--- src/verilog/aes_sub_settings.svh ---
// shared widths, depths and register map for the sbox engine, included by rtl and testbench
`ifndef AES_SUB_SETTINGS_SVH
`define AES_SUB_SETTINGS_SVH

// ---------------------------------------------------------------------------
// datapath shape
// ---------------------------------------------------------------------------
`define AES_SUB_LANES       4   // byte lanes per bus word
`define AES_SUB_FIFO_DEPTH  4   // result fifo entries

// ---------------------------------------------------------------------------
// register map, word addresses
// ---------------------------------------------------------------------------
`define AES_SUB_ADR_W       2   // decoded word address bits

`define AES_SUB_ADR_FWD     2'd0  // write: forward subbytes
`define AES_SUB_ADR_INV     2'd1  // write: inverse subbytes
`define AES_SUB_ADR_DOUT    2'd2  // read: fifo head, pops
`define AES_SUB_ADR_STAT    2'd3  // read: fifo fill level

`endif

--- src/verilog/aes_sub_pkg.sv ---
// common types for the sbox engine, imported by every rtl module that needs them
`default_nettype none

`include "aes_sub_settings.svh"

package aes_sub_pkg;

    // ---------------------------------------------------------------------------
    // field and bus vectors
    // ---------------------------------------------------------------------------
    typedef logic [7:0]  gf256_t;    // byte in polynomial basis
    typedef logic [3:0]  gf16_t;     // nibble of the composite field
    typedef logic [31:0] bus_word_t; // wishbone data

    // occupancy 0..depth inclusive
    typedef logic [$clog2(`AES_SUB_FIFO_DEPTH + 1) - 1:0] fifo_cnt_t;

    // register decode
    typedef enum logic [`AES_SUB_ADR_W - 1:0] {
        SEL_FWD  = `AES_SUB_ADR_FWD,
        SEL_INV  = `AES_SUB_ADR_INV,
        SEL_DOUT = `AES_SUB_ADR_DOUT,
        SEL_STAT = `AES_SUB_ADR_STAT
    } reg_sel_e;

endpackage

`default_nettype wire

--- src/verilog/aes_sub_top.sv ---
// top of the memory mapped subbytes engine: bus port, four sbox lanes, result fifo
`timescale 1ns/1ps
`default_nettype none

`include "aes_sub_settings.svh"

module aes_sub_top import aes_sub_pkg::*; (
    input  logic                      clk,
    input  logic                      arst_n,
    input  logic                      wb_cyc,
    input  logic                      wb_stb,
    input  logic                      wb_we,
    input  logic [`AES_SUB_ADR_W-1:0] wb_adr,
    input  bus_word_t                 wb_dat_w,
    output bus_word_t                 wb_dat_r,
    output logic                      wb_ack
);

    bus_word_t issue_word;
    logic      in_encrypt;
    logic      issue, pop;
    bus_word_t head_word;
    fifo_cnt_t count;
    logic      issue_ok;
    gf256_t    lane_out   [`AES_SUB_LANES];
    logic      lane_valid [`AES_SUB_LANES];

    wb_sub_port i_port (
        .clk(clk), .arst_n(arst_n),
        .wb_cyc(wb_cyc), .wb_stb(wb_stb), .wb_we(wb_we), .wb_adr(wb_adr),
        .wb_dat_w(wb_dat_w), .wb_dat_r(wb_dat_r), .wb_ack(wb_ack),
        .issue_word(issue_word), .in_encrypt(in_encrypt),
        .issue(issue), .pop(pop),
        .head_word(head_word), .count(count), .issue_ok(issue_ok)
    );

    // ---------------------------------------------------------------------------
    // byte lanes, issue pulse doubles as lane valid
    // ---------------------------------------------------------------------------
    for (genvar i = 0; i < `AES_SUB_LANES; i++) begin : g_lane
        sbox_lane i_lane (
            .clk(clk), .arst_n(arst_n),
            .in_byte(issue_word[8*i +: 8]), .in_encrypt(in_encrypt), .in_valid(issue),
            .out_byte(lane_out[i]), .out_valid(lane_valid[i])
        );
    end

    result_collector i_collect (
        .clk(clk), .arst_n(arst_n),
        .lane_bytes(lane_out), .lane_valid(lane_valid[0]),
        .issue(issue), .pop(pop),
        .head_word(head_word), .count(count), .issue_ok(issue_ok)
    );

endmodule

`default_nettype wire

--- src/verilog/gf16_inv.sv ---
// inversion in GF((2^4)^2) via the norm nibble, zero maps to zero
`timescale 1ns/1ps
`default_nettype none

module gf16_inv import aes_sub_pkg::*; (
    input  gf16_t a,   // high nibble
    input  gf16_t b,   // low nibble
    output gf16_t ia,
    output gf16_t ib
);

    // GF(4) multiply, x^2+x+1
    function automatic logic [1:0] gf4_mul(input logic [1:0] q, input logic [1:0] w);
        return {(q[1] & w[1]) ^ (q[0] & w[1]) ^ (q[1] & w[0]),
                (q[1] & w[1]) ^ (q[0] & w[0])};
    endfunction

    // GF(16) as GF(4)^2 with phi = {10}
    function automatic gf16_t gf16_mul(input gf16_t q, input gf16_t w);
        logic [1:0] lo;
        logic [1:0] hh;
        lo = gf4_mul(q[1:0], w[1:0]);
        hh = gf4_mul(q[3:2], w[3:2]);
        return {gf4_mul(q[3:2] ^ q[1:0], w[3:2] ^ w[1:0]) ^ lo,
                {hh[1] ^ hh[0], hh[1]} ^ lo};  // hh*phi
    endfunction

    // x^2 then times lambda, folded
    function automatic gf16_t sq_lambda(input gf16_t q);
        gf16_t s;
        s = {q[3], q[3] ^ q[2], q[2] ^ q[1], q[3] ^ q[1] ^ q[0]};
        return {s[2] ^ s[0], s[3] ^ s[2] ^ s[1] ^ s[0], s[3], s[2]};
    endfunction

    // GF(16) inverse, direct sum of products
    function automatic gf16_t gf16_recip(input gf16_t q);
        gf16_t r;
        r[3] = q[3] ^ (q[3] & q[2] & q[1]) ^ (q[3] & q[0]) ^ q[2];
        r[2] = (q[3] & q[2] & q[1]) ^ (q[3] & q[2] & q[0]) ^ (q[3] & q[0]) ^ q[2]
             ^ (q[2] & q[1]);
        r[1] = q[3] ^ (q[3] & q[2] & q[1]) ^ (q[3] & q[1] & q[0]) ^ q[2]
             ^ (q[2] & q[0]) ^ q[1];
        r[0] = (q[3] & q[2] & q[1]) ^ (q[3] & q[2] & q[0]) ^ (q[3] & q[1])
             ^ (q[3] & q[1] & q[0]) ^ (q[3] & q[0]) ^ q[2] ^ (q[2] & q[1])
             ^ (q[2] & q[1] & q[0]) ^ q[1] ^ q[0];
        return r;
    endfunction

    gf16_t sum_ab;  // a + b
    gf16_t norm;    // a^2*lambda + (a+b)*b
    gf16_t norm_i;

    assign sum_ab = a ^ b;
    assign norm   = sq_lambda(a) ^ gf16_mul(sum_ab, b);
    assign norm_i = gf16_recip(norm);
    assign ia     = gf16_mul(a, norm_i);
    assign ib     = gf16_mul(sum_ab, norm_i);

endmodule

`default_nettype wire

--- src/verilog/result_collector.sv ---
// result fifo of the sbox engine, packs lane bytes into words and tracks reserved slots
`timescale 1ns/1ps
`default_nettype none

`include "aes_sub_settings.svh"

module result_collector import aes_sub_pkg::*; (
    input  logic      clk,
    input  logic      arst_n,
    input  gf256_t    lane_bytes [`AES_SUB_LANES],
    input  logic      lane_valid,  // lane 0 timing stands for all
    input  logic      issue,
    input  logic      pop,
    output bus_word_t head_word,
    output fifo_cnt_t count,
    output logic      issue_ok
);

    localparam int PTR_W = $clog2(`AES_SUB_FIFO_DEPTH);

    bus_word_t        mem [`AES_SUB_FIFO_DEPTH];  // circular store
    bus_word_t        push_word;
    logic [PTR_W-1:0] wr_ptr, rd_ptr;
    fifo_cnt_t        reserved;  // words issued, not yet landed
    logic [3:0]       committed;

    // lane 0 in the low byte
    always_comb begin
        for (int i = 0; i < `AES_SUB_LANES; i++) begin
            push_word[8*i +: 8] = lane_bytes[i];
        end
    end

    // include a pulse issued this very cycle
    assign committed = 4'(count) + 4'(reserved) + 4'(issue);
    assign issue_ok  = (committed < 4'(`AES_SUB_FIFO_DEPTH));
    assign head_word = mem[rd_ptr];

    // ---------------------------------------------------------------------------
    // pointers, fill level and credits
    // ---------------------------------------------------------------------------
    always_ff @(posedge clk or negedge arst_n) begin
        if (!arst_n) begin
            wr_ptr   <= '0;
            rd_ptr   <= '0;
            count    <= '0;
            reserved <= '0;
        end else begin
            if (lane_valid) wr_ptr <= wr_ptr + 1'b1;
            if (pop)        rd_ptr <= rd_ptr + 1'b1;
            case ({lane_valid, pop})
                2'b10:   count <= count + 1'b1;
                2'b01:   count <= count - 1'b1;
                default: ;  // push and pop together, level holds
            endcase
            case ({issue, lane_valid})
                2'b10:   reserved <= reserved + 1'b1;
                2'b01:   reserved <= reserved - 1'b1;  // result landed
                default: ;
            endcase
        end
    end

    // storage, credits keep it from overflowing
    always_ff @(posedge clk) begin
        if (lane_valid) mem[wr_ptr] <= push_word;
    end

endmodule

`default_nettype wire

--- src/verilog/sbox_lane.sv ---
// one byte lane of the combined sbox, two register stages, accepts a byte every cycle
`timescale 1ns/1ps
`default_nettype none

module sbox_lane import aes_sub_pkg::*; (
    input  logic   clk,
    input  logic   arst_n,
    input  gf256_t in_byte,
    input  logic   in_encrypt,
    input  logic   in_valid,
    output gf256_t out_byte,
    output logic   out_valid
);

    gf16_t a, b;     // composite field pair
    gf16_t ia, ib;   // inverted pair
    gf16_t ia_q, ib_q;
    logic  enc_q;    // direction travels with the data
    logic  vld_q;
    gf256_t s;

    tr_in i_tr_in (.g(in_byte), .encrypt(in_encrypt), .a(a), .b(b));

    gf16_inv i_inv (.a(a), .b(b), .ia(ia), .ib(ib));

    // ---------------------------------------------------------------------------
    // stage 1: inversion result
    // ---------------------------------------------------------------------------
    always_ff @(posedge clk or negedge arst_n) begin
        if (!arst_n) begin
            vld_q <= 1'b0;
        end else begin
            vld_q <= in_valid;
        end
    end

    always_ff @(posedge clk) begin
        ia_q  <= ia;
        ib_q  <= ib;
        enc_q <= in_encrypt;
    end

    tr_out i_tr_out (.ia(ia_q), .ib(ib_q), .encrypt(enc_q), .s(s));

    // stage 2: lane output
    always_ff @(posedge clk or negedge arst_n) begin
        if (!arst_n) out_valid <= 1'b0;
        else         out_valid <= vld_q;
    end

    always_ff @(posedge clk) begin
        out_byte <= s;  // payload, no reset
    end

endmodule

`default_nettype wire

--- src/verilog/tr_in.sv ---
// input transform of the combined sbox, maps a byte into the composite field nibble pair
`timescale 1ns/1ps
`default_nettype none

module tr_in import aes_sub_pkg::*; (
    input  gf256_t g,
    input  logic   encrypt,  // 1: sbox, 0: inverse sbox
    output gf16_t  a,        // high nibble
    output gf16_t  b         // low nibble
);

    // polynomial basis -> GF(((2^2)^2)^2), isomorphism delta
    function automatic gf256_t iso_map(input gf256_t x);
        gf256_t q;
        q[7] = x[7] ^ x[5];
        q[6] = x[7] ^ x[6] ^ x[4] ^ x[3] ^ x[2] ^ x[1];
        q[5] = x[7] ^ x[5] ^ x[3] ^ x[2];
        q[4] = x[7] ^ x[5] ^ x[3] ^ x[2] ^ x[1];
        q[3] = x[7] ^ x[6] ^ x[2] ^ x[1];
        q[2] = x[7] ^ x[4] ^ x[3] ^ x[2] ^ x[1];
        q[1] = x[6] ^ x[4] ^ x[1];
        q[0] = x[6] ^ x[1] ^ x[0];
        return q;
    endfunction

    // undo the aes affine step, x_i = b_(i+2) ^ b_(i+5) ^ b_(i+7) ^ 05_i
    function automatic gf256_t inv_affine(input gf256_t y);
        gf256_t x;
        for (int i = 0; i < 8; i++) begin
            x[i] = y[(i + 2) % 8] ^ y[(i + 5) % 8] ^ y[(i + 7) % 8];
        end
        return x ^ 8'h05;
    endfunction

    // ---------------------------------------------------------------------------
    // two networks, kept in complemented form
    // ---------------------------------------------------------------------------
    gf256_t fwd_n;  // encrypt path
    gf256_t inv_n;  // decrypt path, affine undone first

    assign fwd_n = ~iso_map(g);
    assign inv_n = ~iso_map(inv_affine(g));

    // mux then invert back
    assign {a, b} = ~(encrypt ? fwd_n : inv_n);

endmodule

`default_nettype wire

--- src/verilog/tr_out.sv ---
// output transform of the combined sbox, back to polynomial basis with affine on encrypt
`timescale 1ns/1ps
`default_nettype none

module tr_out import aes_sub_pkg::*; (
    input  gf16_t  ia,       // inverted high nibble
    input  gf16_t  ib,       // inverted low nibble
    input  logic   encrypt,
    output gf256_t s
);

    // composite field -> polynomial basis, inverse isomorphism
    function automatic gf256_t iso_unmap(input gf256_t x);
        gf256_t q;
        q[7] = x[7] ^ x[6] ^ x[5] ^ x[1];
        q[6] = x[6] ^ x[2];
        q[5] = x[6] ^ x[5] ^ x[1];
        q[4] = x[6] ^ x[5] ^ x[4] ^ x[2] ^ x[1];
        q[3] = x[5] ^ x[4] ^ x[3] ^ x[2] ^ x[1];
        q[2] = x[7] ^ x[4] ^ x[3] ^ x[2] ^ x[1];
        q[1] = x[5] ^ x[4];
        q[0] = x[6] ^ x[5] ^ x[4] ^ x[2] ^ x[0];
        return q;
    endfunction

    // aes affine: b_i = x_i ^ x_(i+4) ^ x_(i+5) ^ x_(i+6) ^ x_(i+7) ^ 63_i
    function automatic gf256_t affine(input gf256_t x);
        gf256_t y;
        for (int i = 0; i < 8; i++) begin
            y[i] = x[i] ^ x[(i + 4) % 8] ^ x[(i + 5) % 8] ^ x[(i + 6) % 8]
                 ^ x[(i + 7) % 8];
        end
        return y ^ 8'h63;
    endfunction

    // ---------------------------------------------------------------------------
    // basis change shared, affine only on the forward side
    // ---------------------------------------------------------------------------
    gf256_t poly;  // plain inverse in polynomial basis

    assign poly = iso_unmap({ia, ib});
    assign s    = encrypt ? affine(poly) : poly;

endmodule

`default_nettype wire

--- src/verilog/wb_sub_port.sv ---
// wishbone classic slave of the sbox engine, issues words to the lanes and serves reads
`timescale 1ns/1ps
`default_nettype none

`include "aes_sub_settings.svh"

module wb_sub_port import aes_sub_pkg::*; (
    input  logic                      clk,
    input  logic                      arst_n,
    input  logic                      wb_cyc,
    input  logic                      wb_stb,
    input  logic                      wb_we,
    input  logic [`AES_SUB_ADR_W-1:0] wb_adr,
    input  bus_word_t                 wb_dat_w,
    output bus_word_t                 wb_dat_r,
    output logic                      wb_ack,
    output bus_word_t                 issue_word,
    output logic                      in_encrypt,
    output logic                      issue,
    output logic                      pop,
    input  bus_word_t                 head_word,
    input  fifo_cnt_t                 count,
    input  logic                      issue_ok
);

    reg_sel_e sel;
    logic     req;       // live request, not yet acked
    logic     is_issue;  // write to fwd or inv
    logic     take;      // ack goes out next cycle
    logic     not_empty;

    assign sel       = reg_sel_e'(wb_adr);
    assign req       = wb_cyc & wb_stb & ~wb_ack;  // ack drops stb next cycle
    assign is_issue  = wb_we & (sel == SEL_FWD || sel == SEL_INV);
    assign take      = req & (~is_issue | issue_ok);  // stall issue writes on credit
    assign not_empty = (count != '0);

    // ---------------------------------------------------------------------------
    // ack, issue and pop strobes
    // ---------------------------------------------------------------------------
    always_ff @(posedge clk or negedge arst_n) begin
        if (!arst_n) begin
            wb_ack <= 1'b0;
            issue  <= 1'b0;
            pop    <= 1'b0;
        end else begin
            wb_ack <= take;
            issue  <= take & is_issue;
            pop    <= take & ~wb_we & (sel == SEL_DOUT) & not_empty;
        end
    end

    // issue word and direction, held for the lanes
    always_ff @(posedge clk) begin
        if (take && is_issue) begin
            issue_word <= wb_dat_w;
            in_encrypt <= (sel == SEL_FWD);
        end
    end

    // read data, other addresses read zero
    always_ff @(posedge clk) begin
        if (take && !wb_we) begin
            case (sel)
                SEL_DOUT: wb_dat_r <= not_empty ? head_word : '0;
                SEL_STAT: wb_dat_r <= bus_word_t'(count);  // zero extended
                default:  wb_dat_r <= '0;
            endcase
        end
    end

endmodule

`default_nettype wire
--- config.mk ---
export PLATFORM = sky130hd
export DESIGN_NAME = aes_sub_top
export DESIGN_NICKNAME = d
export VERILOG_FILES = /design/src/verilog/aes_sub_pkg.sv /design/src/verilog/aes_sub_top.sv /design/src/verilog/gf16_inv.sv /design/src/verilog/result_collector.sv /design/src/verilog/sbox_lane.sv /design/src/verilog/tr_in.sv /design/src/verilog/tr_out.sv /design/src/verilog/wb_sub_port.sv
export VERILOG_INCLUDE_DIRS = /design/src /design/src/verilog
export SDC_FILE = /design/constraint.sdc
export NUM_CORES = 1
export LEC_CHECK = 0
export BUFFER_PORTS_ARGS = -buffer_cell sky130_fd_sc_hd__buf_2
export CORE_UTILIZATION = 50
export CTS_BUF_LIST = sky130_fd_sc_hd__clkbuf_8 sky130_fd_sc_hd__clkbuf_16
export CTS_CLUSTER_DIAMETER = 100
export DETAILED_ROUTE_END_ITERATION = 10
export GPL_TIMING_DRIVEN = 0
export HOLD_SLACK_MARGIN = 0.12
export PLACE_DENSITY = 0.67
export SETUP_SLACK_MARGIN = 0.3
export SYNTH_ARGS = -nofsm -noshare
export SYNTH_HDL_FRONTEND = slang
export SYNTH_HIERARCHICAL = 1
export SYNTH_SLANG_ARGS = --single-unit
--- constraint.sdc ---
create_clock -name clk -period 11.78 [get_ports clk]
set_input_delay 3.534 -clock clk [delete_from_list [all_inputs] [get_ports clk]]
set_output_delay 3.534 -clock clk [all_outputs]
set_load 0.05 [all_outputs]
==> results.sh, run 1 <==
export IMPL_status="complete, no violations"
export IMPL_multiInputGateArea_um2=9300
export IMPL_finalHoldViolations=0
export IMPL_arrival_ns=5.63
export IMPL_globalRouteMet3Util=0.0247
export IMPL_port_buffers=71
export IMPL_fp_coreArea_um2=34800
export IMPL_layout_setup_ws_ns=6.59
export IMPL_grtUsageTotal=0.201
export IMPL_synth_nets=1527
export IMPL_grt_max_degree=33
export IMPL_drv_cap=0
export IMPL_placed_area_um2=18800
export IMPL_power_leakage_nw=7.49
export IMPL_nNetsFinal=1636
export IMPL_tritoncts="built"
export IMPL_crit_path_frequent_cell="buf_2"
export IMPL_fp_dieH_um=191
export IMPL_skew_ns=0.0176
export IMPL_die_area_um2=36400
export IMPL_dp_slack_ns=6.18
export IMPL_path_cells="buf_2, mux2i_1, xnor2_1, inv_1, ha_1, buf_6, nor2b_2, xnor3_2, xor2_2, xnor2_4, buf_2, o22ai_1, a221oi_1, o21ai_0, xor2_1"
export IMPL_total_power_mw=6.15
export IMPL_die_width_um=191
export IMPL_hold_slack_ns=0.347
export IMPL_path_class="reg2reg"
export IMPL_vias_per_cell=5.72
export IMPL_period_needed_ns=5.19
export IMPL_final_setup_viol_count=0
export IMPL_crit_family="XOR/XNOR gates"
export IMPL_fin_area_um2=19900
export IMPL_ys_warn_count=6
export IMPL_worst_setup_path_start_kind="flop"
export IMPL_critPathMaxStageDelay_ns=0.79
export IMPL_ctsResizeCount=0
export IMPL_vias=11700
export IMPL_seq_power_share=0.234
export IMPL_power_frac_comb=0.604
export IMPL_slowest_stage="edfxtp_1"
export IMPL_numCtsBuffers=31
export IMPL_antenna_found_initial=0
export IMPL_wirelength_mm=36.3
export IMPL_placed_cells=1992
export IMPL_worstPathRequired_ns=12.22
export IMPL_worstMarginPinSlew_ns=0.979
export IMPL_tns_ns=0
export IMPL_synthesis_area_per_instance_um2=12.2
export IMPL_clk_latency_ns=0.59
export IMPL_root_buffer="clkbuf_16"
export IMPL_fin_cells=2051
export IMPL_top_level_ports=72
export IMPL_power_density_nw_per_um2=309
export IMPL_cts_hold_buffers=0
export IMPL_final_util=0.573
export IMPL_sw_frac_of_total=0.423
export IMPL_clockBufferDepth=3
export IMPL_hp_class="reg2reg"
export IMPL_worstSetupEndpointType="flop"
export IMPL_syn_instance_count=1461
export IMPL_first_global_vias=11600
export IMPL_fill_cells=2825
export IMPL_maxSlewViolCount=0
export IMPL_slew_headroom=0.346
export IMPL_p_clk_frac=0.162
export IMPL_switching_power_mw=2.60
export IMPL_mostFrequentLayoutCells="193 x edfxtp_1, 151 x xnor2_1, 118 x buf_2, 94 x xor2_1"
export IMPL_clk_transition_reported_paths_ns=0.06
export IMPL_cts_setup_buffers=0
export IMPL_regArea_um2=7530
export IMPL_peakVddDrop_uv=149
export IMPL_crit_fanout=10
export IMPL_drt_iter0_markers=1032
export IMPL_max_freq_mhz=193
export IMPL_routabilityCongestion=0.881
export IMPL_start_util=0.512
export IMPL_worst_path_buf_inv=4
export IMPL_rows=68
export IMPL_first_pass_iters=5
export IMPL_h_tree_depth=1
export IMPL_met1_usage=0.274
export IMPL_dpl_hpwl_mm=25.8
export IMPL_post_drt_wl_per_cell_um=17.7
export IMPL_antenna_left=0
export IMPL_areaGrowthSynthToFinish_pct=11.7
export IMPL_period_share=0.441
export IMPL_rsz0062_at_grt="false"
export IMPL_grt_pass1_wl_mm=59.2
export IMPL_drc_errors=0
export IMPL_cts_sinks=276
export IMPL_synthesis_area_um2=17800
export IMPL_p_int_mw=3.55
export IMPL_grt_busiest_layer="met2"
export IMPL_grt_overflow=0
export IMPL_final_common_cell="edfxtp_1"
export IMPL_met2_usage=0.338
export IMPL_layout_drive_gt1_share=0.251
[power groups by stage]
stage | logic, mW | registers, mW | clock network (mW)
2_1_floorplan | 3.00 | 1.44 | 0
3_3_place_gp | 3.62 | 1.45 | 0
3_5_place_dp | 3.67 | 1.46 | 0
4_1_cts | 3.69 | 1.44 | 1.03
5_1_grt | 4.04 | 1.46 | 1.06
6_report | 3.72 | 1.44 | 0.997
[worst paths after layout]
path                                        startpoint                         end  slack, ns  depth (start not counted)
worst max-delay path                 i_port/in_encrypt    g_lane[1].i_lane/ib_q[0]       6.59                         15
worst min-delay path            g_lane[0].i_lane/vld_q  g_lane[0].i_lane/out_valid       0.35                          0
worst max register to register       i_port/in_encrypt    g_lane[1].i_lane/ib_q[0]       6.59                         15
min in group asynchronous                       arst_n                  i_port/pop       2.87                          1
max in group asynchronous                       arst_n         i_collect/rd_ptr[0]       8.63                          1
worst min register to register  g_lane[0].i_lane/vld_q  g_lane[0].i_lane/out_valid       0.35                          0
[cell type report]
type                    instances  share of cell area
plain buffers                 122              0.0441
diodes                          1            0.000126
inverters                      37             0.00697
clock inverters                24              0.0138
multi-input cells            1026               0.467
well taps                     455              0.0286
repair buffers                 76              0.0205
flip-flops and latches        276               0.378
clock buffers                  34              0.0410
[sequential cells by signal, indices dropped and copies added, names as in the netlist, 3 cells and up]
register,flops
i_collect/mem,128
g_lane.i_lane/out_byte,32
i_port/issue_word,32
i_port/wb_dat_r,32
g_lane.i_lane/ia_q,16
g_lane.i_lane/ib_q,16
g_lane.i_lane/enc_q,4
i_collect/count,3
i_collect/reserved,3
[layer usage]
| metal | wire length [µm] | share of wire | up-vias |
|---|---|---|---|
| met5 | 0 | 0 | - |
| met4 | 711 | 0.020 | 0 |
| met3 | 2050 | 0.056 | 47 |
| met2 | 17500 | 0.48 | 421 |
| met1 | 16100 | 0.44 | 5645 |
| li1 | - | - | 5619 |
Note: power is estimated with default switching activity, not from simulation.
==> run 2, diff against run 1 <==
PLACE_DENSITY = 0.69   (was 0.67)
clock period = 4.19 ns   (was 11.78 ns; I/O delays follow)
==> run 2 against run 1 <==
Utilization rose by 10 points. Critical path depth grew 1. Flip-flop and latch count did not move. Global-route usage is 1.8 points higher. Via count up 12%. Hold slack improved by 0.013 ns. First-iteration DRC count down 2.0%. Non-clock buffer count rose by 201. Total power grew to 3.4 times the previous value. Register-to-register slack worse by 6.5 ns. Fmax rose by 27%. Clock power increased to 2.7 times the previous value. Critical path type unchanged. Largest power group unchanged.
==> results.sh, run 2 (same netlist as run 1, synthesis figures left out) <==
export IMPL_status="complete, no violations"
export IMPL_final_common_cell="edfxtp_1"
export IMPL_fin_cells=2248
export IMPL_final_setup_viol_count=0
export IMPL_rows=68
export IMPL_period_share=0.974
export IMPL_rsz0062_at_grt="true"
export IMPL_fill_cells=2299
export IMPL_die_width_um=191
export IMPL_port_buffers=71
export IMPL_worstSetupEndpointType="flop"
export IMPL_vias_per_cell=5.82
export IMPL_routabilityCongestion=0.899
export IMPL_drv_cap=0
export IMPL_antenna_left=0
export IMPL_start_util=0.512
export IMPL_grtUsageTotal=0.220
export IMPL_fp_coreArea_um2=34800
export IMPL_h_tree_depth=1
export IMPL_drc_errors=0
export IMPL_fin_area_um2=23600
export IMPL_tritoncts="built"
export IMPL_clockBufferDepth=3
export IMPL_clk_latency_ns=0.57
export IMPL_antenna_found_initial=0
export IMPL_vias=13100
export IMPL_nNetsFinal=1836
export IMPL_total_power_mw=20.8
export IMPL_placed_area_um2=18900
export IMPL_top_level_ports=72
export IMPL_peakVddDrop_uv=470
export IMPL_grt_max_degree=33
export IMPL_clk_transition_reported_paths_ns=0.06
export IMPL_grt_overflow=0
export IMPL_mostFrequentLayoutCells="193 x edfxtp_1, 187 x buf_4, 122 x xnor2_1, 98 x buf_2, 85 x xor2_1"
export IMPL_first_global_vias=12600
export IMPL_worstPathRequired_ns=4.64
export IMPL_worstMarginPinSlew_ns=0.984
export IMPL_post_drt_wl_per_cell_um=19.2
export IMPL_first_pass_iters=6
export IMPL_dpl_hpwl_mm=26.1
export IMPL_top_register="i_collect/mem"
export IMPL_path_cells="buf_12, buf_12, mux2i_2, xnor3_1, buf_6, inv_4, ha_1, nor2b_2, xnor3_2, buf_4, xnor2_1, clkbuf_4, o22ai_1, a221oi_1, o21ai_1, xor2_1"
export IMPL_crit_path_frequent_cell="buf_12"
export IMPL_numCtsBuffers=30
export IMPL_power_density_nw_per_um2=885
export IMPL_period_needed_ns=4.08
export IMPL_slew_headroom=0.343
export IMPL_worst_setup_path_start_kind="flop"
export IMPL_critPathMaxStageDelay_ns=0.45
export IMPL_power_leakage_nw=9.03
export IMPL_wirelength_mm=43.2
export IMPL_regArea_um2=7530
export IMPL_arrival_ns=4.53
export IMPL_fp_dieH_um=191
export IMPL_maxSlewViolCount=0
export IMPL_placed_cells=1990
export IMPL_slowest_stage="xnor3_2"
export IMPL_root_buffer="clkbuf_16"
export IMPL_areaGrowthSynthToFinish_pct=32.1
export IMPL_skew_ns=0.00790
export IMPL_crit_fanout=10
export IMPL_largest_register_ffs=128
export IMPL_multiInputGateArea_um2=10900
export IMPL_finalHoldViolations=0
export IMPL_die_area_um2=36400
export IMPL_antenna_cells=0
export IMPL_layout_drive_gt1_share=0.441
export IMPL_drt_iter0_markers=1011
export IMPL_hp_class="reg2reg"
export IMPL_max_freq_mhz=245
export IMPL_grt_pass1_wl_mm=64.6
export IMPL_cts_sinks=276
export IMPL_cts_hold_buffers=0
export IMPL_path_class="reg2reg"
[run 2: critical path: cells and delay by family, from the launching register on]
family | cells | cell delay (ns)
buffers and inverters | 6 | 1.04
adder cells (fa/ha/maj) | 1 | 0.26
multiplexers | 1 | 0.19
flip-flops | 1 | 0.41
AO/OA/AOI/OAI | 3 | 0.60
XOR/XNOR | 4 | 1.28
AND/OR/NAND/NOR | 1 | 0.15
[run 2: repair_timing]
| item | in CTS | in global routing |
|---|---|---|
| setup endpoints to repair | 32 | 32 |
| resized for setup | 230 | 175 |
| hold endpoints to repair | 0 | 0 |
| buffers inserted | 116 | 76 |
| pin swaps | 112 | 94 |
| gates cloned | 2 | 9 |
[run 2: final timing paths]
path,startpoint,to,slack (ns),depth (start not counted)
worst min register to register,g_lane[0].i_lane/vld_q,g_lane[0].i_lane/out_valid,0.36,0
max in group asynchronous,arst_n,i_port/issue,3.31,1
worst max-delay path,i_port/in_encrypt,g_lane[3].i_lane/ib_q[0],0.11,16
worst min-delay path,g_lane[0].i_lane/vld_q,g_lane[0].i_lane/out_valid,0.36,0
min in group asynchronous,arst_n,i_port/pop,0.60,1
worst max register to register,i_port/in_encrypt,g_lane[3].i_lane/ib_q[0],0.11,16
[run 2: power breakdown]
part	switching, mW	total [mW]	internal [mW]
Sequential	0.364	4.06	3.69
Combinational	7.32	14.1	6.77
Clock	1.08	2.68	1.61
Total	8.76	20.8	12.1
[run 2: per-stage QoR]
step,TNS (ns),hold WS (ns),setup slack [ns],util
global route,-0.136,0.374,-0.0752,0.677
global placement,-64.24,0.336,-1.37,0.541
floorplan,0,0.331,0.326,-
finish,0,0.359,0.108,0.677
detailed placement,-18.69,0.346,-0.748,0.543
CTS,0,0.359,0.269,0.632
[run 2: cell type report]
class	instances	area share
multi-input combinational	1026	0.461
sequential	276	0.320
timing repair buffer	277	0.0926
buffer	122	0.0506
clock buffer	33	0.0336
tap	455	0.0242
clock inverter	22	0.0104
inverter	37	0.00776
[run 2: per-layer routing]
layer | up-vias | wire length [µm] | GRT usage
li1 | 6053 | - | -
met1 | 6338 | 17300 | 0.275
met2 | 554 | 21800 | 0.391
met3 | 146 | 2510 | 0.0315
met4 | 0 | 1520 | 0.0640
met5 | - | 0 | 0
==> run 3, diff against run 2 <==
CELL_PAD_IN_SITES_DETAIL_PLACEMENT = 0   (was unset)
CELL_PAD_IN_SITES_GLOBAL_PLACEMENT = 1   (was unset)
CORE_UTILIZATION = 47   (was 50)
PLACE_DENSITY = unset   (was 0.69)
PLACE_DENSITY_LB_ADDON = 0.1   (was unset)
==> run 3 against run 2 <==
Clock-buffer cell count grew 1. Sequential share of layout area is essentially flat. Hold slack lost 0.0014 ns. Wire length shrank 3.8%. Utilization shrank 4.0 points. Total power grew 0.42%. Cell count grew 1.9%. Design area is essentially flat. Fmax grew 1.7%. Global-route usage shrank 1.1 points. Highest routed layer unchanged.
==> results.sh, run 3 (same netlist as run 1, synthesis figures left out) <==
export IMPL_grt_pass1_wl_mm=65.2
export IMPL_worst_setup_path_start_kind="flop"
export IMPL_grt_max_degree=33
export IMPL_post_drt_wl_per_cell_um=18.1
export IMPL_hold_slack_ns=0.358
export IMPL_antenna_found_initial=0
export IMPL_layout_drive_gt1_share=0.440
export IMPL_max_freq_mhz=249
export IMPL_final_common_cell="edfxtp_1"
export IMPL_fin_area_um2=23500
export IMPL_die_width_um=197
export IMPL_critical_path_endpoint="g_lane[0].i_lane/ib_q[2]"
export IMPL_largest_register_ffs=128
export IMPL_reg2reg_from="i_port/issue_word[7]"
export IMPL_areaGrowthSynthToFinish_pct=32.0
export IMPL_reg2reg_to="g_lane[0].i_lane/ib_q[2]"
export IMPL_vias_per_cell=5.55
export IMPL_final_setup_viol_count=0
export IMPL_port_buffers=71
export IMPL_crit_start="i_port/issue_word[7]"
export IMPL_peakVddDrop_uv=423
export IMPL_antenna_cells=0
export IMPL_fp_coreArea_um2=37000
export IMPL_clk_transition_reported_paths_ns=0.06
export IMPL_numCtsBuffers=30
export IMPL_antenna_left=0
export IMPL_top_level_ports=72
export IMPL_placed_cells=2042
export IMPL_total_power_mw=20.9
export IMPL_grt_overflow=0
export IMPL_status="complete, no violations"
export IMPL_clk_latency_ns=0.57
export IMPL_period_needed_ns=4.01
export IMPL_grtUsageTotal=0.209
export IMPL_power_density_nw_per_um2=889
export IMPL_mostFrequentLayoutCells="193 x edfxtp_1, 178 x buf_4, 119 x xnor2_1, 97 x buf_2, 86 x xor2_1"
export IMPL_dpl_hpwl_mm=26.7
export IMPL_rows=70
export IMPL_fin_cells=2290
export IMPL_first_pass_iters=5
export IMPL_rrSetupSlack_ns=0.18
export IMPL_die_area_um2=38700
export IMPL_fp_dieH_um=197
export IMPL_h_tree_depth=1
export IMPL_worstMarginPinSlew_ns=0.955
export IMPL_crit_fanout=7
export IMPL_cts_sinks=276
export IMPL_skew_ns=0.0132
export IMPL_start_util=0.482
export IMPL_finalHoldViolations=0
export IMPL_root_buffer="clkbuf_16"
export IMPL_drv_cap=0
export IMPL_placed_area_um2=19000
export IMPL_tns_ns=0
export IMPL_top_register="i_collect/mem"
export IMPL_clockBufferDepth=3
export IMPL_wirelength_mm=41.5
export IMPL_period_share=0.958
export IMPL_slew_headroom=0.363
export IMPL_hp_class="reg2reg"
export IMPL_rsz0062_at_grt="true"
export IMPL_arrival_ns=4.51
export IMPL_drc_errors=0
export IMPL_power_leakage_nw=8.98
export IMPL_nNetsFinal=1828
export IMPL_tritoncts="built"
export IMPL_drt_iter0_markers=737
export IMPL_path_class="reg2reg"
export IMPL_maxSlewViolCount=0
export IMPL_ff2ff_path_depth=17
export IMPL_routabilityCongestion=0.876
export IMPL_worstSetupEndpointType="flop"
export IMPL_worstPathRequired_ns=4.69
export IMPL_first_global_vias=12300
export IMPL_cts_hold_buffers=0
export IMPL_vias=12700
run 3: changes by cell type in the layout (fill, tap and decap cells not counted), moves of 4 or more:
cell,delta
nor2_4,-4
a221oi_1,+4
buf_6,+6
nor2_2,+4
buf_4,-9
clkbuf_16,-4
a221oi_2,-4
mux2i_1,+4
inv_6,+4
run 3: metrics by stage:
step	setup slack, ns	utilization
detailed placement	-0.663	0.514
floorplan	0.326	-
CTS	0.266	0.602
global route	0.0202	0.637
global placement	-1.58	0.511
finish	0.176	0.637
run 3: final cells by class:
class / instances / area [µm²]
clock inverter: 22 / 265
multi-input combinational: 1026 / 10900
clock buffer: 34 / 806
tap: 504 / 631
timing repair buffer: 269 / 2030
buffer: 122 / 1200
fill: 2879 / 13400
inverter: 37 / 181
sequential: 276 / 7530
run 3: where the power goes:
| group | internal [mW] | switching, mW | total, mW | leakage [nW] |
|---|---|---|---|---|
| sequential | 3.69 | 0.355 | 4.05 | 2.52 |
| clock | 1.69 | 1.07 | 2.76 | 0.542 |
| combinational | 6.82 | 7.30 | 14.1 | 5.92 |
run 3: how the worst min path moves through the flow:
stage                                start                          to  slack [ns]  cells past startpoint
floorplan           g_lane[0].i_lane/vld_q  g_lane[0].i_lane/out_valid        0.33                      0
finish              g_lane[0].i_lane/vld_q  g_lane[0].i_lane/out_valid        0.36                      0
detailed placement  g_lane[0].i_lane/vld_q  g_lane[0].i_lane/out_valid        0.35                      0
CTS                 g_lane[0].i_lane/vld_q  g_lane[0].i_lane/out_valid        0.36                      0
global route        g_lane[0].i_lane/vld_q  g_lane[0].i_lane/out_valid        0.36                      0
global placement    g_lane[0].i_lane/vld_q  g_lane[0].i_lane/out_valid        0.33                      0
run 3: metal layers:
layer | track usage | vias to the layer above | wire [µm]
li1 | - | 6012 | -
met1 | 0.275 | 6234 | 17600
met2 | 0.364 | 374 | 20900
met3 | 0.0258 | 83 | 1960
met4 | 0.0540 | 0 | 1030
met5 | 0 | - | 0
run 3: repair_timing:
| action | in CTS | in global routing |
|---|---|---|
| resized for setup | 246 | 162 |
| pin swaps | 131 | 103 |
| gates cloned | 6 | 6 |
| setup buffers | 126 | 54 |
| endpoints found under the hold margin | 0 | 0 |
| endpoints found under the setup margin | 32 | 32 |
run 3: critical path, cell delays in order, from the launching register on:
cell        delay [ns]
edfxtp_1          0.37
clkbuf_8          0.15
xor3_2            0.41
a21oi_2           0.17
xor2_1            0.20
buf_6             0.14
clkinvlp_4        0.11
ha_4              0.25
buf_6             0.13
xor2_4            0.19
o211ai_1          0.28
nand3_4           0.19
xnor2_4           0.38
buf_6             0.20
nor3_1            0.06
a211o_1           0.24
a221oi_2          0.33
xnor2_1           0.15
